===== config.mk =====
export PLATFORM = sky130hd
export DESIGN_NAME = cache_be_top
export DESIGN_NICKNAME = d
export VERILOG_FILES = /design/src/source/cache_be_line_pkg.sv /design/src/source/cache_be_mem_pkg.sv /design/src/source/cache_be_bus_arbiter.sv /design/src/source/cache_be_read_fsm.sv /design/src/source/cache_be_top.sv /design/src/source/cache_be_word_counter.sv /design/src/source/cache_be_write_channel.sv
export VERILOG_INCLUDE_DIRS = /design/src /design/src/source
export SDC_FILE = /design/constraint.sdc
export NUM_CORES = 1
export LEC_CHECK = 0
export BUFFER_PORTS_ARGS = -buffer_cell sky130_fd_sc_hd__buf_2
export CORE_UTILIZATION = 41
export DETAILED_ROUTE_END_ITERATION = 7
export GPL_TIMING_DRIVEN = 0
export HOLD_SLACK_MARGIN = 0.1
export PLACE_DENSITY = 0.86
export SETUP_SLACK_MARGIN = 0.1
export SLEW_MARGIN = 20
export SYNTH_ARGS = -nofsm -noshare
export SYNTH_HDL_FRONTEND = slang
export SYNTH_HIERARCHICAL = 1
export SYNTH_SLANG_ARGS = --single-unit
export TNS_END_PERCENT = 100

===== constraint.sdc =====
create_clock -name clk_i -period 2.26 [get_ports clk_i]
set_clock_uncertainty 0.2 [all_clocks]
set_input_delay 0.339 -clock clk_i [delete_from_list [all_inputs] [get_ports clk_i]]
set_output_delay 0.339 -clock clk_i [all_outputs]
set_load 0.1 [all_outputs]

===== src/source/cache_be_macros.svh =====
// widths and line geometry for the cache back end
// one word width on both sides, so a line is 2**WORD_OFFSET_W bus words
`ifndef CACHE_BE_MACROS_SVH
`define CACHE_BE_MACROS_SVH

// byte address on the memory bus
`define CACHE_BE_ADDR_W 16

// word width, cache side and memory side
`define CACHE_BE_DATA_W 32

// byte offset bits inside one word
`define CACHE_BE_NBYTES_W 2

// word index bits inside one line
// 2 gives 4 words per line
`define CACHE_BE_WORD_OFFSET_W 2

`endif


===== src/source/cache_be_line_pkg.sv =====
// cache side address types, all cut from the bus byte address
// line address keeps only the bits above word index and byte offset
`include "cache_be_macros.svh"

package cache_be_line_pkg;

   // line address, byte address without word index and byte offset
   typedef logic [`CACHE_BE_ADDR_W-`CACHE_BE_WORD_OFFSET_W-`CACHE_BE_NBYTES_W-1:0]
      line_addr_t;

   // word address of a write-through store
   // byte address without byte offset
   typedef logic [`CACHE_BE_ADDR_W-`CACHE_BE_NBYTES_W-1:0] word_addr_t;

   // word index inside one line
   typedef logic [`CACHE_BE_WORD_OFFSET_W-1:0] word_idx_t;

endpackage


===== src/source/cache_be_mem_pkg.sv =====
// memory bus side types, byte addressed, one word per transfer
// strobes of all zero mark a read
`include "cache_be_macros.svh"

package cache_be_mem_pkg;

   // full byte address as seen on the bus
   // low NBYTES_W bits always zero here
   typedef logic [`CACHE_BE_ADDR_W-1:0] mem_addr_t;

   // read and write data
   typedef logic [`CACHE_BE_DATA_W-1:0] mem_data_t;

   // one strobe per byte lane
   // lane 0 is the low byte
   typedef logic [`CACHE_BE_DATA_W/8-1:0] mem_strb_t;

endpackage


===== src/source/cache_be_bus_arbiter.sv =====
// two requesters on one bus, read wins when both ask while the bus is free
// one transaction outstanding, no new request until the owner sees its ack
`timescale 1ns/100ps

module cache_be_bus_arbiter (
   input  logic                        clk_i,
   input  logic                        arst_n_i,
   // read channel
   input  logic                        rd_valid_i,
   input  cache_be_mem_pkg::mem_addr_t rd_addr_i,
   // write channel
   input  logic                        wr_valid_i,
   input  cache_be_mem_pkg::mem_addr_t wr_addr_i,
   input  cache_be_mem_pkg::mem_data_t wr_wdata_i,
   input  cache_be_mem_pkg::mem_strb_t wr_strb_i,
   // memory responses
   input  logic                        mem_ready_i,
   input  logic                        mem_rvalid_i,
   // per channel accept and completion
   output logic                        rd_grant_o,
   output logic                        rd_ack_o,
   output logic                        wr_grant_o,
   output logic                        wr_ack_o,
   // memory request
   output logic                        mem_valid_o,
   output cache_be_mem_pkg::mem_addr_t mem_addr_o,
   output cache_be_mem_pkg::mem_data_t mem_wdata_o,
   output cache_be_mem_pkg::mem_strb_t mem_wstrb_o
);

   import cache_be_mem_pkg::*;

   // accepted, waiting for the ack
   logic lock_q;
   // shown but not yet accepted, selection frozen
   logic park_q;
   // owner of the shown or accepted request, 1 is read
   logic own_rd_q;
   // write acceptance one cycle late
   logic wack_q;
   logic sel_rd;
   logic accept;

   // a parked request keeps its owner, else read first
   assign sel_rd = park_q ? own_rd_q : rd_valid_i;

   assign mem_valid_o = ~lock_q & (rd_valid_i | wr_valid_i);
   assign mem_addr_o  = sel_rd ? rd_addr_i : wr_addr_i;
   assign mem_wdata_o = sel_rd ? mem_data_t'('0) : wr_wdata_i;
   // zero strobes make it a read
   assign mem_wstrb_o = sel_rd ? mem_strb_t'('0) : wr_strb_i;

   assign accept     = mem_valid_o & mem_ready_i;
   assign rd_grant_o = accept & sel_rd;
   assign wr_grant_o = accept & ~sel_rd;

   // rvalid only counts for a read owner
   assign rd_ack_o = lock_q & own_rd_q & mem_rvalid_i;
   assign wr_ack_o = wack_q;

   always_ff @(posedge clk_i or negedge arst_n_i) begin
      if (!arst_n_i) begin
         lock_q   <= 1'b0;
         park_q   <= 1'b0;
         own_rd_q <= 1'b0;
         wack_q   <= 1'b0;
      end else begin
         wack_q <= wr_grant_o;
         if (mem_valid_o) begin
            own_rd_q <= sel_rd;
         end
         if (accept) begin
            lock_q <= 1'b1;
            park_q <= 1'b0;
         end else begin
            if (mem_valid_o) begin
               park_q <= 1'b1;
            end
            // release on the owner's ack
            if (rd_ack_o | wr_ack_o) begin
               lock_q <= 1'b0;
            end
         end
      end
   end

endmodule


===== src/source/cache_be_read_fsm.sv =====
// line fill, one bus read per word, words returned in order 0 up
// replace_valid_i only sampled while idle, a new fill needs idle again
`timescale 1ns/100ps
`include "cache_be_macros.svh"

module cache_be_read_fsm (
   input  logic                          clk_i,
   input  logic                          arst_n_i,
   // replacement request from the cache
   input  logic                          replace_valid_i,
   input  cache_be_line_pkg::line_addr_t replace_addr_i,
   // word counter
   input  cache_be_line_pkg::word_idx_t  word_idx_i,
   input  logic                          last_i,
   // arbiter side
   input  logic                          grant_i,
   input  logic                          ack_i,
   input  cache_be_mem_pkg::mem_data_t   rdata_i,
   // back to the cache
   output logic                          replace_o,
   output logic                          read_valid_o,
   output cache_be_line_pkg::word_idx_t  read_addr_o,
   output cache_be_mem_pkg::mem_data_t   read_rdata_o,
   // counter control
   output logic                          cnt_clear_o,
   output logic                          cnt_inc_o,
   // request toward the arbiter
   output logic                          req_valid_o,
   output cache_be_mem_pkg::mem_addr_t   req_addr_o
);

   import cache_be_mem_pkg::*;
   import cache_be_line_pkg::*;

   typedef enum logic [1:0] {
      ST_IDLE,
      ST_REQUEST,
      ST_WAIT_DATA,
      ST_DONE
   } state_t;

   state_t     state_q;
   state_t     state_d;
   line_addr_t line_addr_q;
   word_idx_t  word_idx_q;
   mem_data_t  rdata_q;
   logic       rvalid_q;
   logic       take_line;
   logic       word_done;

   // line accepted from the cache
   assign take_line = (state_q == ST_IDLE) & replace_valid_i;
   // read data back from memory
   assign word_done = (state_q == ST_WAIT_DATA) & ack_i;

   always_comb begin
      state_d = state_q;
      case (state_q)
         ST_IDLE: begin
            if (replace_valid_i) begin
               state_d = ST_REQUEST;
            end
         end
         ST_REQUEST: begin
            // bus took the read
            if (grant_i) begin
               state_d = ST_WAIT_DATA;
            end
         end
         ST_WAIT_DATA: begin
            if (ack_i) begin
               state_d = last_i ? ST_DONE : ST_REQUEST;
            end
         end
         // holds replace_o over the last word pulse
         ST_DONE: state_d = ST_IDLE;
         default: state_d = ST_IDLE;
      endcase
   end

   always_ff @(posedge clk_i or negedge arst_n_i) begin
      if (!arst_n_i) begin
         state_q  <= ST_IDLE;
         rvalid_q <= 1'b0;
      end else begin
         state_q  <= state_d;
         rvalid_q <= word_done;
      end
   end

   // line address and the returned word with its index
   always_ff @(posedge clk_i) begin
      if (take_line) begin
         line_addr_q <= replace_addr_i;
      end
      if (word_done) begin
         word_idx_q <= word_idx_i;
         rdata_q    <= rdata_i;
      end
   end

   // counter restarts with each line
   assign cnt_clear_o = take_line;
   // no step after the last word, counter already at the end
   assign cnt_inc_o   = word_done & ~last_i;

   assign req_valid_o = (state_q == ST_REQUEST);
   // word aligned byte address
   assign req_addr_o  = {line_addr_q, word_idx_i, {`CACHE_BE_NBYTES_W{1'b0}}};

   assign replace_o    = (state_q != ST_IDLE);
   assign read_valid_o = rvalid_q;
   assign read_addr_o  = word_idx_q;
   assign read_rdata_o = rdata_q;

endmodule


===== src/source/cache_be_top.sv =====
// write-through cache back end on one memory bus
// no write-back, no clock enable, equal data widths on both sides
`timescale 1ns/100ps

module cache_be_top (
   input  logic                          clk_i,
   input  logic                          arst_n_i,
   // write-through stores
   input  logic                          write_valid_i,
   input  cache_be_line_pkg::word_addr_t write_addr_i,
   input  cache_be_mem_pkg::mem_data_t   write_wdata_i,
   input  cache_be_mem_pkg::mem_strb_t   write_wstrb_i,
   output logic                          write_ready_o,
   // line replacement
   input  logic                          replace_valid_i,
   input  cache_be_line_pkg::line_addr_t replace_addr_i,
   output logic                          replace_o,
   output logic                          read_valid_o,
   output cache_be_line_pkg::word_idx_t  read_addr_o,
   output cache_be_mem_pkg::mem_data_t   read_rdata_o,
   // memory bus
   output logic                          mem_valid_o,
   output cache_be_mem_pkg::mem_addr_t   mem_addr_o,
   output cache_be_mem_pkg::mem_data_t   mem_wdata_o,
   output cache_be_mem_pkg::mem_strb_t   mem_wstrb_o,
   input  logic                          mem_ready_i,
   input  cache_be_mem_pkg::mem_data_t   mem_rdata_i,
   input  logic                          mem_rvalid_i
);

   import cache_be_mem_pkg::*;
   import cache_be_line_pkg::*;

   // read channel to arbiter
   logic      rd_req_valid;
   mem_addr_t rd_req_addr;
   logic      rd_grant;
   logic      rd_ack;

   // write channel to arbiter
   logic      wr_req_valid;
   mem_addr_t wr_req_addr;
   mem_data_t wr_req_wdata;
   mem_strb_t wr_req_wstrb;
   logic      wr_grant;
   logic      wr_ack;

   // fill position
   logic      cnt_clear;
   logic      cnt_inc;
   word_idx_t word_idx;
   logic      last_word;

   cache_be_read_fsm u_read_fsm (
      .clk_i          (clk_i),
      .arst_n_i       (arst_n_i),
      .replace_valid_i(replace_valid_i),
      .replace_addr_i (replace_addr_i),
      .word_idx_i     (word_idx),
      .last_i         (last_word),
      .grant_i        (rd_grant),
      .ack_i          (rd_ack),
      .rdata_i        (mem_rdata_i),
      .replace_o      (replace_o),
      .read_valid_o   (read_valid_o),
      .read_addr_o    (read_addr_o),
      .read_rdata_o   (read_rdata_o),
      .cnt_clear_o    (cnt_clear),
      .cnt_inc_o      (cnt_inc),
      .req_valid_o    (rd_req_valid),
      .req_addr_o     (rd_req_addr)
   );

   cache_be_word_counter u_word_counter (
      .clk_i     (clk_i),
      .arst_n_i  (arst_n_i),
      .clear_i   (cnt_clear),
      .inc_i     (cnt_inc),
      .word_idx_o(word_idx),
      .last_o    (last_word)
   );

   cache_be_write_channel u_write_channel (
      .clk_i        (clk_i),
      .arst_n_i     (arst_n_i),
      .write_valid_i(write_valid_i),
      .write_addr_i (write_addr_i),
      .write_wdata_i(write_wdata_i),
      .write_wstrb_i(write_wstrb_i),
      .write_ready_o(write_ready_o),
      .grant_i      (wr_grant),
      .ack_i        (wr_ack),
      .req_valid_o  (wr_req_valid),
      .req_addr_o   (wr_req_addr),
      .req_wdata_o  (wr_req_wdata),
      .req_wstrb_o  (wr_req_wstrb)
   );

   cache_be_bus_arbiter u_bus_arbiter (
      .clk_i       (clk_i),
      .arst_n_i    (arst_n_i),
      .rd_valid_i  (rd_req_valid),
      .rd_addr_i   (rd_req_addr),
      .wr_valid_i  (wr_req_valid),
      .wr_addr_i   (wr_req_addr),
      .wr_wdata_i  (wr_req_wdata),
      .wr_strb_i   (wr_req_wstrb),
      .mem_ready_i (mem_ready_i),
      .mem_rvalid_i(mem_rvalid_i),
      .rd_grant_o  (rd_grant),
      .rd_ack_o    (rd_ack),
      .wr_grant_o  (wr_grant),
      .wr_ack_o    (wr_ack),
      .mem_valid_o (mem_valid_o),
      .mem_addr_o  (mem_addr_o),
      .mem_wdata_o (mem_wdata_o),
      .mem_wstrb_o (mem_wstrb_o)
   );

endmodule


===== src/source/cache_be_word_counter.sv =====
// word position of a line fill
// clear wins over inc, index wraps after the last word
`timescale 1ns/100ps

module cache_be_word_counter (
   input  logic                         clk_i,
   input  logic                         arst_n_i,
   // start of a fill
   input  logic                         clear_i,
   // one word returned
   input  logic                         inc_i,
   output cache_be_line_pkg::word_idx_t word_idx_o,
   output logic                         last_o
);

   import cache_be_line_pkg::*;

   // index of the next word to fetch
   word_idx_t idx_q;

   always_ff @(posedge clk_i or negedge arst_n_i) begin
      if (!arst_n_i) begin
         idx_q <= '0;
      end else if (clear_i) begin
         idx_q <= '0;
      end else if (inc_i) begin
         idx_q <= idx_q + word_idx_t'(1);
      end
   end

   assign word_idx_o = idx_q;

   // all ones is the final word of the line
   assign last_o = (idx_q == '1);

endmodule


===== src/source/cache_be_write_channel.sv =====
// single entry write-through buffer, one strobed bus write per store
// write_ready_o stays low from store until the write ack is seen
`timescale 1ns/100ps
`include "cache_be_macros.svh"

module cache_be_write_channel (
   input  logic                          clk_i,
   input  logic                          arst_n_i,
   // store from the cache
   input  logic                          write_valid_i,
   input  cache_be_line_pkg::word_addr_t write_addr_i,
   input  cache_be_mem_pkg::mem_data_t   write_wdata_i,
   input  cache_be_mem_pkg::mem_strb_t   write_wstrb_i,
   output logic                          write_ready_o,
   // arbiter side
   input  logic                          grant_i,
   input  logic                          ack_i,
   output logic                          req_valid_o,
   output cache_be_mem_pkg::mem_addr_t   req_addr_o,
   output cache_be_mem_pkg::mem_data_t   req_wdata_o,
   output cache_be_mem_pkg::mem_strb_t   req_wstrb_o
);

   import cache_be_mem_pkg::*;
   import cache_be_line_pkg::*;

   typedef enum logic [1:0] {
      ST_IDLE,
      ST_REQUEST,
      ST_WAIT_ACK
   } state_t;

   state_t     state_q;
   word_addr_t addr_q;
   mem_data_t  wdata_q;
   mem_strb_t  wstrb_q;
   logic       take_store;

   assign take_store = write_valid_i & write_ready_o;

   always_ff @(posedge clk_i or negedge arst_n_i) begin
      if (!arst_n_i) begin
         state_q <= ST_IDLE;
      end else begin
         case (state_q)
            ST_IDLE: begin
               if (take_store) begin
                  state_q <= ST_REQUEST;
               end
            end
            // shown on the bus until accepted
            ST_REQUEST: begin
               if (grant_i) begin
                  state_q <= ST_WAIT_ACK;
               end
            end
            // registered acceptance closes the write
            ST_WAIT_ACK: begin
               if (ack_i) begin
                  state_q <= ST_IDLE;
               end
            end
            default: state_q <= ST_IDLE;
         endcase
      end
   end

   // store held until the next one is taken
   always_ff @(posedge clk_i) begin
      if (take_store) begin
         addr_q  <= write_addr_i;
         wdata_q <= write_wdata_i;
         wstrb_q <= write_wstrb_i;
      end
   end

   assign write_ready_o = (state_q == ST_IDLE);
   assign req_valid_o   = (state_q == ST_REQUEST);
   // byte offset zero on the bus
   assign req_addr_o    = {addr_q, {`CACHE_BE_NBYTES_W{1'b0}}};
   assign req_wdata_o   = wdata_q;
   assign req_wstrb_o   = wstrb_q;

endmodule


==> metrics.log, run 1 <==
INFO  metric worst_pin_slew = roughly 730 ps
INFO  metric yosys.area.top_type = sky130_fd_sc_hd__edfxtp_1
INFO  metric period_minus_slack = roughly 2400 ps
INFO  metric timing.critical_path.required = 1720 ps
INFO  metric crit_path_max_incr_delay = 400 ps
INFO  metric grt_usage = 0.240
INFO  metric failed_checks = setup timing
INFO  metric run_status = finished with violations
INFO  metric cts_buffer_depth = 2
INFO  metric synthesis.area = 3980 um2
INFO  metric die_area = 10100 um2
INFO  metric cts_sinks = 107
INFO  metric synth.lib_cells_used.distinct = 34
INFO  metric worstSetupEndpointType = primary output
INFO  metric worstReg2RegStart = u_read_fsm/state_q[1]
INFO  metric min-delay-path-class = primary input to async pin
INFO  metric worst-setup-path-type = register to primary output
INFO  metric drc_errors = 0
INFO  metric cts.root.buffer_cell = sky130_fd_sc_hd__clkbuf_8
INFO  metric register_area = 3160 um2
INFO  metric worst_ep_arrival_time = roughly 1900 ps
INFO  metric yosysWarnings = 6
INFO  metric synth-edff-count = 96
INFO  metric netlist.area_leader.share = 0.724
INFO  metric beginning_of_the_critical_path = u_read_fsm/state_q[0]
INFO  metric pin_count_of_the_biggest_net_entering_global_routing = between 50 and 60
INFO  metric syn_area_per_cell = between 15 and 20 um2
INFO  metric worst_path_dominant_cell_family = multiplexers
INFO  metric cpMostUsedCell = sky130_fd_sc_hd__buf_12
INFO  metric postSynthCellCount = 210
INFO  metric globalplace.congestion = between 0.7 and 0.8
INFO  metric placeableCoreArea = 9330 um2
INFO  metric synthMostInstantiatedCell = sky130_fd_sc_hd__edfxtp_1
INFO  metric final-setup-viol-count = between 40 and 50
INFO  metric post_synth_most_frequent_cells = sky130_fd_sc_hd__edfxtp_1, sky130_fd_sc_hd__and2_1, sky130_fd_sc_hd__dfrtp_1, sky130_fd_sc_hd__mux2_4
INFO  metric i_o_pin_count = 190
INFO  metric maximum_fanout_along_the_worst_path = 8
INFO  metric ys_top_cells_by_area = sky130_fd_sc_hd__edfxtp_1, sky130_fd_sc_hd__dfrtp_1, sky130_fd_sc_hd__and2_1
INFO  metric dpl.hpwl = a little over 6 mm
INFO  metric initial_utilization = 0.427
INFO  metric die-width = 101 um
INFO  metric dr_total_vias = around 3000
INFO  metric vias_per_cell = 4.52
INFO  metric synth_seq_cells = approximately 110
INFO  metric fmax = around 410 MHz
INFO  metric drt_pre_antenna_iters = 4
INFO  metric ys_dominant_reg_cell = sky130_fd_sc_hd__edfxtp_1
INFO  metric insertion_delay = approximately 360 ps
INFO  metric cts_h_tree_depth = 3
INFO  metric detail_route.iter0.violations = ~110
INFO  metric crit_path_top_delay_cell = sky130_fd_sc_hd__dfrtp_1
INFO  metric cts_tree = built
INFO  metric num_antenna_cells = 0
INFO  metric path_cells = nor2b_4 -> mux2i_4 -> buf_12 -> clkbuf_16 -> mux2_4 -> buf_12
INFO  metric grt_first_pass_wirelength = around 18 mm
INFO  metric finalNetCount = a little over 600
INFO  metric hold-worst-slack = ~170 ps
INFO  metric timing_max_transition_violations_final = 0
INFO  metric rsz0062_at_grt = true
INFO  metric synthToLayoutAreaGrowth = 83.2%
INFO  metric placement.setup.worst_slack = -294 ps
INFO  metric async_reset_ff_frac = 0.103
INFO  metric postRouteWirelength = between 10 and 15 mm
INFO  metric first_global_vias = roughly 3300
INFO  metric finalWorstSetupSlack = -151 ps
INFO  metric dieHeight = 101 um
INFO  metric antenna_violations_before_repair = 0
INFO  metric worstPathBufferInverterCount = 3
INFO  metric report.final.hold_viol_count = 0
INFO  metric cts.reportedPaths.clkPinSlew = approximately 100 ps
INFO  metric nFillCells = slightly above 500
INFO  metric cts_buffers = 9
INFO  metric timing.critical_path.from_type = register
INFO  metric route.antenna.remaining_nets = 0
INFO  metric timing.slew.headroom = 0.512
INFO  metric min_period_over_period = 1.07
INFO  metric placement.io_buffers = ~190
INFO  metric max_capacitance_violation_total = 0
INFO  metric detail_route.wl_per_cell = between 15 and 20 um
INFO  metric multi_input_comb_area = around 850 um2
INFO  metric drive_gt1_frac = 0.548
INFO  metric placementRows = 35
INFO  metric grt_overflow = 0
INFO  metric ys_seq_area_frac = 0.793
area by class of cell:
class,instances,area share
Sequential cell,107,0.433
Timing Repair Buffer,299,0.385
Multi-Input combinational cell,89,0.116
Tap cell,129,0.0221
Clock buffer,10,0.0175
Buffer,11,0.0159
Clock inverter,6,0.00737
Inverter,5,0.00257
worst reg2reg max path: stages (launching register included):
cell                      delay (ps)
sky130_fd_sc_hd__dfrtp_2         440
sky130_fd_sc_hd__buf_4           150
sky130_fd_sc_hd__or2_1           230
sky130_fd_sc_hd__nor2_2          570
path summary, 6_finish.rpt:
kind	slack, ps	depth (start not counted)	to
setup / recovery	-150	6	mem_addr_o[12]
hold / removal	170	2	u_bus_arbiter/own_rd_q
setup reg to reg	310	3	u_read_fsm/line_addr_q[8]
hold reg to reg	330	0	u_read_fsm/read_addr_o[1]
max in group asynchronous	1460	2	u_read_fsm/state_q[1]
min in group clk_i	330	0	u_read_fsm/read_addr_o[1]
cells in the final DEF (no fill, tap or decap), types with 5 or more instances in the layout:
master / Yosys / layout
sky130_fd_sc_hd__buf_2: 0 / 136
sky130_fd_sc_hd__dlygate4sd3_1: 0 / 100
sky130_fd_sc_hd__edfxtp_1: 96 / 96
sky130_fd_sc_hd__buf_12: 0 / 51
sky130_fd_sc_hd__and2_4: 0 / 30
sky130_fd_sc_hd__buf_4: 6 / 15
sky130_fd_sc_hd__mux2_4: 11 / 13
sky130_fd_sc_hd__clkbuf_8: 0 / 11
sky130_fd_sc_hd__dfrtp_1: 11 / 10
sky130_fd_sc_hd__and2_2: 0 / 8
sky130_fd_sc_hd__inv_1: 5 / 5
per-stage QoR:
stage	util	area, um2	cells	setup TNS [ps]
finish	0.782	7300	656	-4380
global route	0.782	7300	656	-7640
CTS	0.772	7200	652	-3870
detailed placement	0.552	5150	528	-10700
global placement	0.552	5140	528	-12510
floorplan	-	4050	212	0
per-layer routing:
metal / vias to the layer above / GRT usage / wire length [um]
met5: - / 0 / 0
met4: 0 / 0.0847 / 277
met3: 21 / 0.0902 / 1080
met2: 165 / 0.440 / 6260
met1: 1400 / 0.249 / 4270
li1: 1378 / - / -
kinds of logic after synthesis:
family                     Yosys count  share of synthesized area
AOI/OAI and AO/OA                    6                     0.0123
adders and majority gates            1                    0.00314
and+or+nand+nor                     56                     0.0902
muxes                               21                     0.0716
xor gates and xnor gates             1                    0.00220
buffers and inverters               16                     0.0258
other                                2                    0.00189
DFF                                107                      0.793
state kept, by name, indices dropped and copies added, names as in the netlist, 2 cells and up:
name	count
u_read_fsm/line_addr_q	12
u_write_channel/state_q	2
u_read_fsm/read_rdata_o	32
u_read_fsm/state_q	2
u_read_fsm/read_addr_o	2
u_write_channel/addr_q	14
u_write_channel/req_wdata_o	32
u_write_channel/req_wstrb_o	4
u_word_counter/word_idx_o	2
repair_timing:
| action | in CTS | in global routing |
|---|---|---|
| resized for setup | 222 | 27 |
| setup buffers | 7 | 2 |
| hold buffers | 100 | 0 |
| setup endpoints to repair | 51 | 61 |
| endpoints found under the hold margin | 109 | 0 |
| gates cloned | 1 | 2 |
| pin swaps | 0 | 2 |
Power of run 1 is not shown: default switching activity piles up to over one toggle a cycle in this logic, so the estimate is an artifact.
==> run 2: changes to the inputs <==
--- a/config.mk
+++ b/config.mk
@@ -16,6 +16,5 @@
 export SLEW_MARGIN = 20
 export SYNTH_ARGS = -nofsm -noshare
 export SYNTH_HDL_FRONTEND = slang
-export SYNTH_HIERARCHICAL = 1
 export SYNTH_SLANG_ARGS = --single-unit
 export TNS_END_PERCENT = 100
==> run 2 against run 1 <==
Net effect:
- worst hold slack worse by 22 ps
- core utilization grew 0.24 points
- global-route usage shrank 0.54 points
- critical endpoint is now mem_addr_o[9]
- die area is 1.4% lower
- count of clock-buffer cells in the layout is 1 lower
- maximum frequency fell by 1.3%
- wire length fell by 4.4%
- non-clock buffer count increased by 3
- the run still ends with setup timing left
- via count grew 2.8%
- sequential share of layout area up 0.28 points
==> metrics.log, run 2 <==
INFO  metric mostFrequentLayoutCells = sky130_fd_sc_hd__buf_2, sky130_fd_sc_hd__dlygate4sd3_1, sky130_fd_sc_hd__edfxtp_1
INFO  metric cts_tree = built
INFO  metric final-setup-viol-count = 34 (-29%)
INFO  metric fmax = 409 MHz (-1.3%)
INFO  metric placement.io_buffers = 187 (unchanged)
INFO  metric crit_path_max_incr_delay = 430 ps (+30 ps)
INFO  metric die-width = 99.8 um (-0.73%)
INFO  metric worstSetupEndpointType = primary output
INFO  metric finalWorstSetupSlack = -182 ps (-31.5 ps)
INFO  metric placeableCoreArea = 9240 um2 (-0.94%)
INFO  metric dr_total_vias = 3046 (+2.8%)
INFO  metric finalNetCount = 625 (+0.32%)
INFO  metric synth_mux_area_frac = 0.0587 (-0.0130)
INFO  metric report.final.hold_viol_count = 0 (unchanged)
INFO  metric crit_path_top_delay_cell = sky130_fd_sc_hd__dfrtp_2
INFO  metric timing.critical_path.required = 1720 ps (about the same)
INFO  metric pin_count_of_the_biggest_net_entering_global_routing = 51 (unchanged)
INFO  metric grt_first_pass_wirelength = 17.2 mm (-2.1%)
INFO  metric netlist.area_leader.share = 0.735 (+0.0108)
INFO  metric worst_ep_arrival_time = 1900 ps (+30 ps)
INFO  metric cts.root.buffer_cell = sky130_fd_sc_hd__clkbuf_8
INFO  metric worst-setup-path-type = register to primary output
INFO  metric grt_usage = 0.234 (-0.00543)
INFO  metric dpl.hpwl = 5.46 mm (-12%)
INFO  metric async_reset_ff_frac = 0.103 (unchanged)
INFO  metric initial_utilization = 0.425 (-0.00232)
INFO  metric cts_buffers = 9 (unchanged)
INFO  metric timing_max_transition_violations_final = 0 (unchanged)
INFO  metric i_o_pin_count = 190 (unchanged)
INFO  metric rsz0062_at_grt = true
INFO  metric min-delay-path-class = primary input to register
INFO  metric synth_seq_cells = 107 (unchanged)
INFO  metric run_status = finished with violations
INFO  metric drt_pre_antenna_iters = 4 (unchanged)
INFO  metric period_minus_slack = 2440 ps (+31.5 ps)
INFO  metric drc_errors = 0 (unchanged)
INFO  metric timing.critical_path.from_type = register
INFO  metric dieHeight = 99.8 um (-0.73%)
INFO  metric cts_h_tree_depth = 3 (unchanged)
INFO  metric synthAdderAreaFrac = 0.00319 (+0.0000471)
INFO  metric post_synth_most_frequent_cells = sky130_fd_sc_hd__edfxtp_1, sky130_fd_sc_hd__and2_1, sky130_fd_sc_hd__dfrtp_1, sky130_fd_sc_hd__mux2_4, sky130_fd_sc_hd__inv_1
INFO  metric area_fraction_in_and_or_nand_and_nor_cells_after_synthesis = 0.0848 (-0.00535)
INFO  metric first_global_vias = 3376 (+2.1%)
INFO  metric postSynthCellCount = 206 (-1.9%)
INFO  metric synthToLayoutAreaGrowth = 84.8%
INFO  metric die_area = 9970 um2 (-1.4%)
INFO  metric hold-worst-slack = 146 ps (-22.4 ps)
INFO  metric yosys.area_share.xor_xnor = 0 (-0.00220)
INFO  metric vias_per_cell = 4.63 (+2.5%)
INFO  metric insertion_delay = 350 ps (about the same)
INFO  metric max_capacitance_violation_total = 0 (unchanged)
INFO  metric num_antenna_cells = 0 (unchanged)
INFO  metric ys_top_cells_by_area = sky130_fd_sc_hd__edfxtp_1, sky130_fd_sc_hd__dfrtp_1, sky130_fd_sc_hd__and2_1
INFO  metric postRouteWirelength = 11.4 mm (-4.4%)
INFO  metric syn_area_per_cell = 19.0 um2 (+0.44%)
INFO  metric post_dp_area = 5130 um2 (-0.36%)
INFO  metric synthesis.area = 3920 um2 (-1.5%)
INFO  metric detail_route.iter0.violations = 82 (-24%)
INFO  metric ys_dominant_reg_cell = sky130_fd_sc_hd__edfxtp_1
INFO  metric nFillCells = 474 (-6.7%)
INFO  metric cts_buffer_depth = 2 (unchanged)
INFO  metric synth-edff-count = 96 (unchanged)
INFO  metric synth_top_family_by_area = simple AND/OR/NAND/NOR gates
INFO  metric synthMostInstantiatedCell = sky130_fd_sc_hd__edfxtp_1
INFO  metric placementRows = 35 (unchanged)
INFO  metric antenna_violations_before_repair = 0 (unchanged)
INFO  metric globalplace.congestion = 0.735 (-3.7%)
INFO  metric fraction_of_the_mapped_netlist_area_in_compound_gates = 0.0268 (+0.0145)
INFO  metric yosysWarnings = 0 (-6)
INFO  metric ys_seq_area_frac = 0.805 (+0.0119)
INFO  metric cts.reportedPaths.clkPinSlew = 100 ps (about the same)
INFO  metric grt_overflow = 0 (unchanged)
INFO  metric path_cells = nand2b_4 -> mux2_4 -> buf_12 -> mux2_4 -> buf_12
INFO  metric detail_route.wl_per_cell = 17.3 um (-4.7%)
INFO  metric cts_sinks = 107 (unchanged)
INFO  metric worst_pin_slew = 724 ps (-7.34 ps)
INFO  metric failed_checks = setup timing
INFO  metric route.antenna.remaining_nets = 0 (unchanged)
INFO  metric layout.cells.most_common = sky130_fd_sc_hd__buf_2
INFO  metric fin_area = 7250 um2 (-0.63%)
INFO  metric drive_gt1_frac = 0.554 (+0.00549)
INFO  metric maximum_fanout_along_the_worst_path = 5 (-3)
INFO  metric timing.slew.headroom = 0.517 (+0.00490)
INFO  metric min_period_over_period = 1.08 (+0.0139)
INFO  metric synth.lib_cells_used.distinct = 34 (unchanged)
INFO  metric yosys.area.top_type = sky130_fd_sc_hd__edfxtp_1
[run 2: cell count changes after synthesis, moves of 2 or more]
cell	delta
sky130_fd_sc_hd__buf_4	-3
sky130_fd_sc_hd__nor2_1	-2
sky130_fd_sc_hd__mux2_2	-2
sky130_fd_sc_hd__o2bb2ai_1	-2
[run 2: kinds of logic after synthesis]
group	Yosys count
AOI/OAI and AO/OA	12
adders and majority gates	1
buffers and inverters	14
DFF	107
muxes	17
other	1
and+or+nand+nor	54
[run 2: worst paths after layout]
check,start,end,slack [ps],depth (start not counted)
worst min register to register,u_write_channel.state_q[1],u_write_channel.state_q[0],340,1
max in group asynchronous,arst_n_i,u_read_fsm.state_q[1],1410,2
worst max-delay path,u_read_fsm.state_q[1],mem_addr_o[9],-180,5
worst min-delay path,replace_valid_i,u_read_fsm.state_q[0],150,3
worst max register to register,u_read_fsm.state_q[0],u_read_fsm.line_addr_q[0],190,4
min in group asynchronous,arst_n_i,u_write_channel.state_q[0],220,2
[run 2: worst max-delay path, delay by kind of cell, from the launching register on]
family | cells | cell delay (ps)
buffers and inverters | 2 | 330
flip-flops | 1 | 430
multiplexers | 2 | 640
AND/OR/NAND/NOR | 1 | 150
[run 2: final cells by class]
cell class | instances | area [um2] | area share
multi-input combinational | 87 | 821 | 0.113
inverter | 6 | 22.5 | 0.00311
clock inverter | 7 | 73.8 | 0.0102
clock buffer | 9 | 124 | 0.0171
buffer | 7 | 83.8 | 0.0116
tap | 129 | 161 | 0.0223
sequential | 107 | 3160 | 0.436
timing repair buffer | 306 | 2810 | 0.387
[run 2: timing repair]
action                     4_1_cts  5_1_grt
setup endpoints to repair       51       78
setup buffers                    9        8
hold buffers                    97        0
pin swaps                       26        3
gates cloned                     5        0
gates resized for setup        227        9
hold endpoints to repair       109        0
[run 2: metal layers]
layer	up-vias	global-route usage	share of wire
met1	1492	0.247	0.36
li1	1393	-	-
met3	16	0.0515	0.060
met4	0	0.0667	0.017
met5	-	0	0
met2	145	0.461	0.56
[run 2: stage by stage]
stage | setup slack, ps | cells | TNS (ps) | utilization
6_report | -182 | 658 | -4430 | 0.785
5_1_grt | -238 | 658 | -7100 | 0.785
4_1_cts | -204 | 652 | -6330 | 0.778
3_5_place_dp | -106 | 525 | -1110 | 0.555
3_3_place_gp | -471 | 523 | -17220 | 0.552
2_1_floorplan | -110 | 207 | -3740 | -
Power of run 2 is left out for the same reason.
